### config.mk
export PLATFORM = sky130hd
export DESIGN_NAME = compute_block
export DESIGN_NICKNAME = d
export VERILOG_FILES = /design/src/design/dsp_pkg.sv /design/src/design/alu.sv /design/src/design/compute_block.sv /design/src/design/crossbar.sv /design/src/design/multiplier.sv /design/src/design/regfile.sv
export VERILOG_INCLUDE_DIRS = /design/src /design/src/include
export SDC_FILE = /design/constraint.sdc
export NUM_CORES = 1
export LEC_CHECK = 0
export ABC_CLOCK_PERIOD_IN_PS = 17980
export BUFFER_PORTS_ARGS = -buffer_cell sky130_fd_sc_hd__buf_2
export CAP_MARGIN = 10
export CELL_PAD_IN_SITES_DETAIL_PLACEMENT = 0
export CELL_PAD_IN_SITES_GLOBAL_PLACEMENT = 2
export CORE_MARGIN = 3
export CORE_UTILIZATION = 48
export DETAILED_ROUTE_END_ITERATION = 10
export GPL_TIMING_DRIVEN = 0
export HOLD_SLACK_MARGIN = 0.02
export PLACE_DENSITY = 0.9
export SYNTH_ARGS = -nofsm -noshare
export SYNTH_HDL_FRONTEND = slang
export SYNTH_HIERARCHICAL = 1
export SYNTH_SLANG_ARGS = --single-unit
### constraint.sdc
create_clock -name clk -period 17.98 [get_ports clk]
set_input_delay 1.798 -clock clk [delete_from_list [all_inputs] [get_ports clk]]
set_output_delay 1.798 -clock clk [all_outputs]
set_load 0.01 [all_outputs]
### src/include/dsp_params.svh
`ifndef DSP_PARAMS_SVH
`define DSP_PARAMS_SVH

// width of a data word and of a register address.
`define DSP_DATA_W 16
`define DSP_ADDR_W 4

`endif

### src/design/dsp_pkg.sv
`default_nettype none

package dsp_pkg;

	`include "dsp_params.svh"

	// one data word and one register address.
	typedef logic [`DSP_DATA_W-1:0] word_t;
	typedef logic [`DSP_ADDR_W-1:0] addr_t;

	// instruction opcodes, 4 bits wide.
	typedef enum logic [3:0]
	{
		OP_NOP,
		OP_LOAD,
		OP_ADD,
		OP_SUB,
		OP_AND,
		OP_OR,
		OP_XOR,
		OP_PASS,
		OP_MUL_LO,
		OP_MUL_HI,
		OP_MUL_FRAC
	} opcode_e;

	// one instruction as issued to the compute block.
	typedef struct packed
	{
		opcode_e opcode;
		addr_t   dst;
		addr_t   srcx;
		addr_t   srcy;
		word_t   load_data;
	} instr_t;

	// output of the alu or the multiplier.
	typedef struct packed
	{
		word_t data;
		logic  ovf;
	} unit_result_t;

	// report of the last register write.
	typedef struct packed
	{
		logic  en;
		addr_t addr;
		word_t data;
	} wb_t;

	// status of the last written value.
	typedef struct packed
	{
		logic zero;
		logic neg;
		logic ovf;
	} flags_t;

endpackage

`default_nettype wire

### src/design/alu.sv
`timescale 1ns/1ps
`default_nettype none

`include "dsp_params.svh"

module alu
	import dsp_pkg::*;
(
	input  opcode_e      opcode,
	input  word_t        operand_x,
	input  word_t        operand_y,
	output unit_result_t result
);

	// sign bit position.
	localparam int msb = `DSP_DATA_W - 1;

	word_t sum;
	word_t diff;
	logic  sum_ovf;
	logic  diff_ovf;

	// both arithmetic paths are always formed.
	assign sum  = operand_x + operand_y;
	assign diff = operand_x - operand_y;

	// add overflows when both signs agree and the sum sign differs.
	assign sum_ovf = (operand_x[msb] == operand_y[msb]) && (sum[msb] != operand_x[msb]);

	// sub overflows when signs differ and the result sign leaves x.
	assign diff_ovf = (operand_x[msb] != operand_y[msb]) && (diff[msb] != operand_x[msb]);

	always_comb
	begin
		// opcodes owned elsewhere give zero.
		result = '0;
		case (opcode)
			OP_ADD:
			begin
				result.data = sum;
				result.ovf  = sum_ovf;
			end
			OP_SUB:
			begin
				result.data = diff;
				result.ovf  = diff_ovf;
			end
			// logic ops never overflow.
			OP_AND:
			begin
				result.data = operand_x & operand_y;
			end
			OP_OR:
			begin
				result.data = operand_x | operand_y;
			end
			OP_XOR:
			begin
				result.data = operand_x ^ operand_y;
			end
			OP_PASS:
			begin
				result.data = operand_x;
			end
			default:
			begin
				result = '0;
			end
		endcase
	end

endmodule

`default_nettype wire

### src/design/compute_block.sv
`timescale 1ns/1ps
`default_nettype none

module compute_block
	import dsp_pkg::*;
(
	input  wire    clk,
	input  wire    arst_n,
	input  wire    instr_valid,
	input  instr_t instr,
	output wb_t    wb,
	output flags_t flags
);

	// operands from the register file.
	word_t        operand_x;
	word_t        operand_y;

	// unit outputs into the crossbar.
	unit_result_t alu_result;
	unit_result_t mul_result;

	// write-back path from the crossbar.
	logic         rf_write_en;
	addr_t        rf_write_addr;
	word_t        rf_write_data;

	regfile u_regfile (
		.clk         (clk),
		.write_en    (rf_write_en),
		.write_addr  (rf_write_addr),
		.write_data  (rf_write_data),
		.read_addr_x (instr.srcx),
		.read_addr_y (instr.srcy),
		.read_data_x (operand_x),
		.read_data_y (operand_y)
	);

	// alu and multiplier see the same operands.
	alu u_alu (
		.opcode    (instr.opcode),
		.operand_x (operand_x),
		.operand_y (operand_y),
		.result    (alu_result)
	);

	multiplier u_multiplier (
		.opcode    (instr.opcode),
		.operand_x (operand_x),
		.operand_y (operand_y),
		.result    (mul_result)
	);

	crossbar u_crossbar (
		.clk           (clk),
		.arst_n        (arst_n),
		.instr_valid   (instr_valid),
		.opcode        (instr.opcode),
		.dst           (instr.dst),
		.load_data     (instr.load_data),
		.alu_result    (alu_result),
		.mul_result    (mul_result),
		.rf_write_en   (rf_write_en),
		.rf_write_addr (rf_write_addr),
		.rf_write_data (rf_write_data),
		.wb            (wb),
		.flags         (flags)
	);

endmodule

`default_nettype wire

### src/design/crossbar.sv
`timescale 1ns/1ps
`default_nettype none

`include "dsp_params.svh"

module crossbar
	import dsp_pkg::*;
(
	input  wire          clk,
	input  wire          arst_n,
	input  wire          instr_valid,
	input  opcode_e      opcode,
	input  addr_t        dst,
	input  word_t        load_data,
	input  unit_result_t alu_result,
	input  unit_result_t mul_result,
	output logic         rf_write_en,
	output addr_t        rf_write_addr,
	output word_t        rf_write_data,
	output wb_t          wb,
	output flags_t       flags
);

	unit_result_t sel;
	logic         sel_valid;

	// opcode class decode.
	// undefined codes and nop select nothing.
	always_comb
	begin
		sel       = '0;
		sel_valid = 1'b1;
		case (opcode)
			OP_LOAD:
			begin
				sel.data = load_data;
			end
			OP_ADD, OP_SUB, OP_AND, OP_OR, OP_XOR, OP_PASS:
			begin
				sel = alu_result;
			end
			OP_MUL_LO, OP_MUL_HI, OP_MUL_FRAC:
			begin
				sel = mul_result;
			end
			default:
			begin
				sel_valid = 1'b0;
			end
		endcase
	end

	// register file write, same cycle as issue.
	assign rf_write_en   = instr_valid && sel_valid;
	assign rf_write_addr = dst;
	assign rf_write_data = sel.data;

	// wb report is reloaded every edge, zero when idle.
	// flags hold their value across idle cycles.
	always_ff @(posedge clk or negedge arst_n)
	begin
		if (!arst_n)
		begin
			wb    <= '0;
			flags <= '0;
		end
		else if (rf_write_en)
		begin
			wb.en      <= 1'b1;
			wb.addr    <= dst;
			wb.data    <= sel.data;
			flags.zero <= (sel.data == '0);
			flags.neg  <= sel.data[`DSP_DATA_W-1];
			flags.ovf  <= sel.ovf;
		end
		else
		begin
			wb <= '0;
		end
	end

endmodule

`default_nettype wire

### src/design/multiplier.sv
`timescale 1ns/1ps
`default_nettype none

`include "dsp_params.svh"

module multiplier
	import dsp_pkg::*;
(
	input  opcode_e      opcode,
	input  word_t        operand_x,
	input  word_t        operand_y,
	output unit_result_t result
);

	// full product width and q15 rounding constant.
	localparam int prod_w = 2 * `DSP_DATA_W;
	localparam int half   = 1 << (`DSP_DATA_W - 2);

	// most negative and most positive words.
	localparam word_t word_min = {1'b1, {(`DSP_DATA_W - 1){1'b0}}};
	localparam word_t word_max = ~word_min;

	logic signed [prod_w-1:0] product;
	logic signed [prod_w-1:0] rounded;
	logic                     lo_ovf;
	logic                     frac_sat;

	// signed 16x16 product, full 32 bits.
	assign product = $signed(operand_x) * $signed(operand_y);

	// round to nearest before dropping the low 15 bits.
	assign rounded = product + half;

	// low word fits only when bits 31..15 are all sign copies.
	assign lo_ovf = product[prod_w-1:`DSP_DATA_W-1] != {(`DSP_DATA_W + 1){product[`DSP_DATA_W-1]}};

	// -1.0 times -1.0 is the only q15 product out of range.
	assign frac_sat = (operand_x == word_min) && (operand_y == word_min);

	always_comb
	begin
		// non-multiply opcodes give zero.
		result = '0;
		case (opcode)
			OP_MUL_LO:
			begin
				result.data = product[`DSP_DATA_W-1:0];
				result.ovf  = lo_ovf;
			end
			// high word always fits.
			OP_MUL_HI:
			begin
				result.data = product[prod_w-1:`DSP_DATA_W];
			end
			OP_MUL_FRAC:
			begin
				result.data = frac_sat ? word_max : rounded[prod_w-2:`DSP_DATA_W-1];
				result.ovf  = frac_sat;
			end
			default:
			begin
				result = '0;
			end
		endcase
	end

endmodule

`default_nettype wire

### src/design/regfile.sv
`timescale 1ns/1ps
`default_nettype none

`include "dsp_params.svh"

module regfile
	import dsp_pkg::*;
(
	input  wire   clk,
	input  wire   write_en,
	input  addr_t write_addr,
	input  word_t write_data,
	input  addr_t read_addr_x,
	input  addr_t read_addr_y,
	output word_t read_data_x,
	output word_t read_data_y
);

	// 2**addr_w words, contents are undefined until written.
	word_t mem [2**`DSP_ADDR_W];

	// single write port, taken at the rising edge.
	always_ff @(posedge clk)
	begin
		if (write_en)
		begin
			mem[write_addr] <= write_data;
		end
	end

	// two asynchronous read ports.
	// a write is seen by the reads right after its edge.
	always_comb
	begin
		read_data_x = mem[read_addr_x];
		read_data_y = mem[read_addr_y];
	end

endmodule

`default_nettype wire

==> results.py <==
metrics = {
    "detailed_routing": {
        "wirelength_mm": 81.2,
        "postRouteAntennaNets": 0,
        "drt_iter0_markers": 1645,
        "num_vias": 19100,
        "first_pass_iters": 7,
        "wl_per_cell_um": 25.6,
        "drc": 0,
        "viasPerCell": 6.01,
    },
    "clock_network": {
        "cts_tree": "built",
        "htree_levels": 1,
        "cts_inserted_buffers": 26,
        "clkTransAtPathRegs_ps": 60,
        "clk_latency_ps": 540,
        "hold_buffers": 0,
        "cts_root_buf": "clkbuf_16",
        "post_cts_buffers": 0,
        "clk_path_buf_depth": 3,
        "ctsResizeCount": 0,
        "cts.sinks": 280,
    },
    "yosys": {
        "netlist_instances": 2308,
        "synth.avg_cell_area_sq_um": 11.6,
        "yosysUniqueCellTypes": 104,
        "synthFlopType": "edfxtp_1",
        "synth.ff_latch_count": 280,
        "synth_nets": 2745,
        "ys_seq_area_frac": 0.310,
        "synth_edf_count": 256,
        "ys.warnings.count": 6,
        "netlist_area_sq_mm": 0.0267,
        "async_flop_share": 0.0857,
    },
    "min_path": {
        "hold_end": "u_crossbar/flags[1]$_DFFE_PN0P_",
        "min-delay-start": "u_crossbar/flags[1]$_DFFE_PN0P_",
        "hp-class": "reg -> reg",
        "hold_depth": 1,
    },
    "floorplan": {
        "io_pins": 59,
        "dieArea_sq_mm": 0.0585,
        "die_h_um": 242,
        "die_x_um": 242,
        "initial_core_util": 0.491,
        "core_area_sq_mm": 0.0545,
        "rows": 85,
    },
    "worst_setup_path": {
        "cpPeakStageDelay_ps": 760,
        "rrSetupSlack_ps": 6870,
        "worstPathArrival_ps": 13220,
        "r2r-end": "u_crossbar/flags[2]$_DFFE_PN0P_",
        "critPathMostFrequentCell": "fa_1",
        "slowest_stage": "xnor2_1",
        "rr_startpoint": "u_regfile/mem[0][15]$_DFFE_PP_",
        "path_max_fanout": 12,
        "end_kind": "register",
        "reg2regPathDepth": 30,
        "worstSetupStartpointType": "input port",
        "crit_type": "in -> reg",
        "critPathRequiredTime_ps": 18450,
    },
    "global_route": {
        "grtUsageMet2": 0.473,
        "grt_use_total": 0.276,
        "grt_max_degree": 25,
        "top_usage_layer": "met2",
        "met1_usage": 0.358,
        "grt-ovfl-total": 0,
        "grt_pass1_wl_mm": 123,
        "use_met3": 0.0336,
        "first_global_vias": 19900,
        "antenna_found_initial": 1,
    },
    "placement": {
        "numPortBuffers": 54,
        "post-dp-hpwl_mm": 63.7,
        "gp_congestion": 0.934,
    },
    "sta": {
        "fin_worst_skew_ps": 11.5,
        "rsz0062_at_grt": "false",
        "slew_headroom": 0.186,
        "finalMaxSlewViolations": 0,
        "clock.fmax_mhz": 78.5,
        "setup_viol": 0,
        "finalSetupTns_ps": 0,
        "worst_pin_slew_ps": 1210,
        "hold_viol": 0,
        "min_period_ps": 12740,
        "finalCritPeriodShare": 0.709,
    },
    "final_layout": {
        "areaGrowthSynthToFinish_pct": 8.88,
        "nNetsFinal": 2846,
        "final_util": 0.534,
        "fill_cells": 4767,
        "drive_above_1_share": 0.142,
        "multi_input_area_sq_mm": 0.0163,
        "final-seq-area_sq_mm": 0.00829,
    },
    "run": {
        "drv_cap": 0,
    },
    "run_status": {
        "outcome": "complete, no violations",
    },
}
metrics by stage:
stage	cell area (sq um)	instances	worst slack [ps]	hold slack, ps
after floorplan	26700	2308	7740	518
after CTS	29100	3168	5470	499
after global placement	27900	3101	4920	460
final	29100	3169	5240	496
after global routing	29100	3168	5040	524
after detailed placement	28300	3120	4950	485
how the worst max path moves through the flow:
stage | startpoint | end | slack (ps) | depth (start not counted)
floorplan | instr[16] | u_crossbar/flags[2]$_DFFE_PN0P_ | 7740 | 34
global placement | instr[21] | u_crossbar/flags[2]$_DFFE_PN0P_ | 4920 | 32
detailed placement | instr[21] | u_crossbar/flags[2]$_DFFE_PN0P_ | 4950 | 32
CTS | instr[21] | u_crossbar/flags[2]$_DFFE_PN0P_ | 5470 | 32
global route | instr[21] | u_crossbar/flags[2]$_DFFE_PN0P_ | 5040 | 32
finish | instr[21] | u_crossbar/flags[2]$_DFFE_PN0P_ | 5240 | 32
area by class of cell:
class                           instances  area share
Antenna cell                            1   0.0000860
Buffer                                135      0.0277
Clock buffer                           28      0.0234
Clock inverter                         20     0.00439
Inverter                              358      0.0462
Multi-Input combinational cell       1535       0.561
Sequential cell                       280       0.285
Tap cell                              739      0.0318
Timing Repair Buffer                   73      0.0203
synth_stat cells (6+ instances only):
master    number  area, sq um
inv_1        357         1340
fa_1         264         5290
edfxtp_1     256         7690
nand2_1      209          785
and2_1       142          888
ha_1         138         1730
mux4_2       111         2500
nor2_1        83          312
a22oi_1       79          593
clkbuf_1      67          251
a21oi_1       64          320
xnor2_1       51          447
o21ai_0       45          225
buf_4         27          203
a21o_1        25          188
dfrtp_1       24          601
mux4_1        24          631
nor3_1        23          115
nand3_1       21          105
buf_6         15          169
nor2b_1       14         87.6
a31oi_1       12         75.1
nand2b_1      12         75.1
xor2_1        12          105
o211ai_1      11         82.6
a221oi_1      10         87.6
buf_2         10         50.1
mux2i_1       10          100
nor4_1        10         62.6
o22ai_1        9         56.3
o21bai_1       8         60.1
o31ai_1        8         60.1
a211oi_1       7         52.6
nand4_1        7         43.8
and3_1         6         37.5
buf_1          6         22.5
o21a_1         6         45.0
o221ai_1       6         52.6
registers in the layout, indices dropped and copies added, names as in the netlist:
name,count
u_regfile/mem,256
u_crossbar/wb,21
u_crossbar/flags,3
layout by cell type, fill, tap and decap left out, drive strengths merged, types with 26 or more instances in the layout:
cell / synthesis / layout
clkbuf: 75 / 103
a21oi: 64 / 64
fa: 264 / 264
a22oi: 79 / 79
nand2: 210 / 210
nor2: 83 / 83
inv: 358 / 359
edfxtp: 256 / 256
a21o: 27 / 27
nor3: 26 / 26
ha: 138 / 138
and2: 143 / 143
o21ai: 51 / 51
buf: 58 / 131
xnor2: 51 / 51
mux4: 137 / 137
cells by family after synthesis:
family,Yosys count,share of synthesized area
AO/OA/AOI/OAI,344,0.0920
AND/OR/NAND/NOR,579,0.111
XOR/XNOR,63,0.0207
multiplexers,147,0.123
buffers and inverters,493,0.0805
adder cells (fa/ha/maj),402,0.262
flip-flops,280,0.310
layer usage:
metal / up-vias / part of all wire
li1: 8243 / -
met1: 9795 / 0.39
met2: 882 / 0.49
met3: 136 / 0.071
met4: 0 / 0.045
met5: - / 0
critical path, delay by kind of cell:
family,cells,cell delay (ps)
muxes,1,390
and+or+nand+nor,8,2300
AOI/OAI and AO/OA,8,2230
buffers and inverters,6,1910
adders and majority gates,7,3630
xor gates and xnor gates,2,920
Power is not shown: default switching activity piles up to over one toggle a cycle in this logic, so the estimate is an artifact.
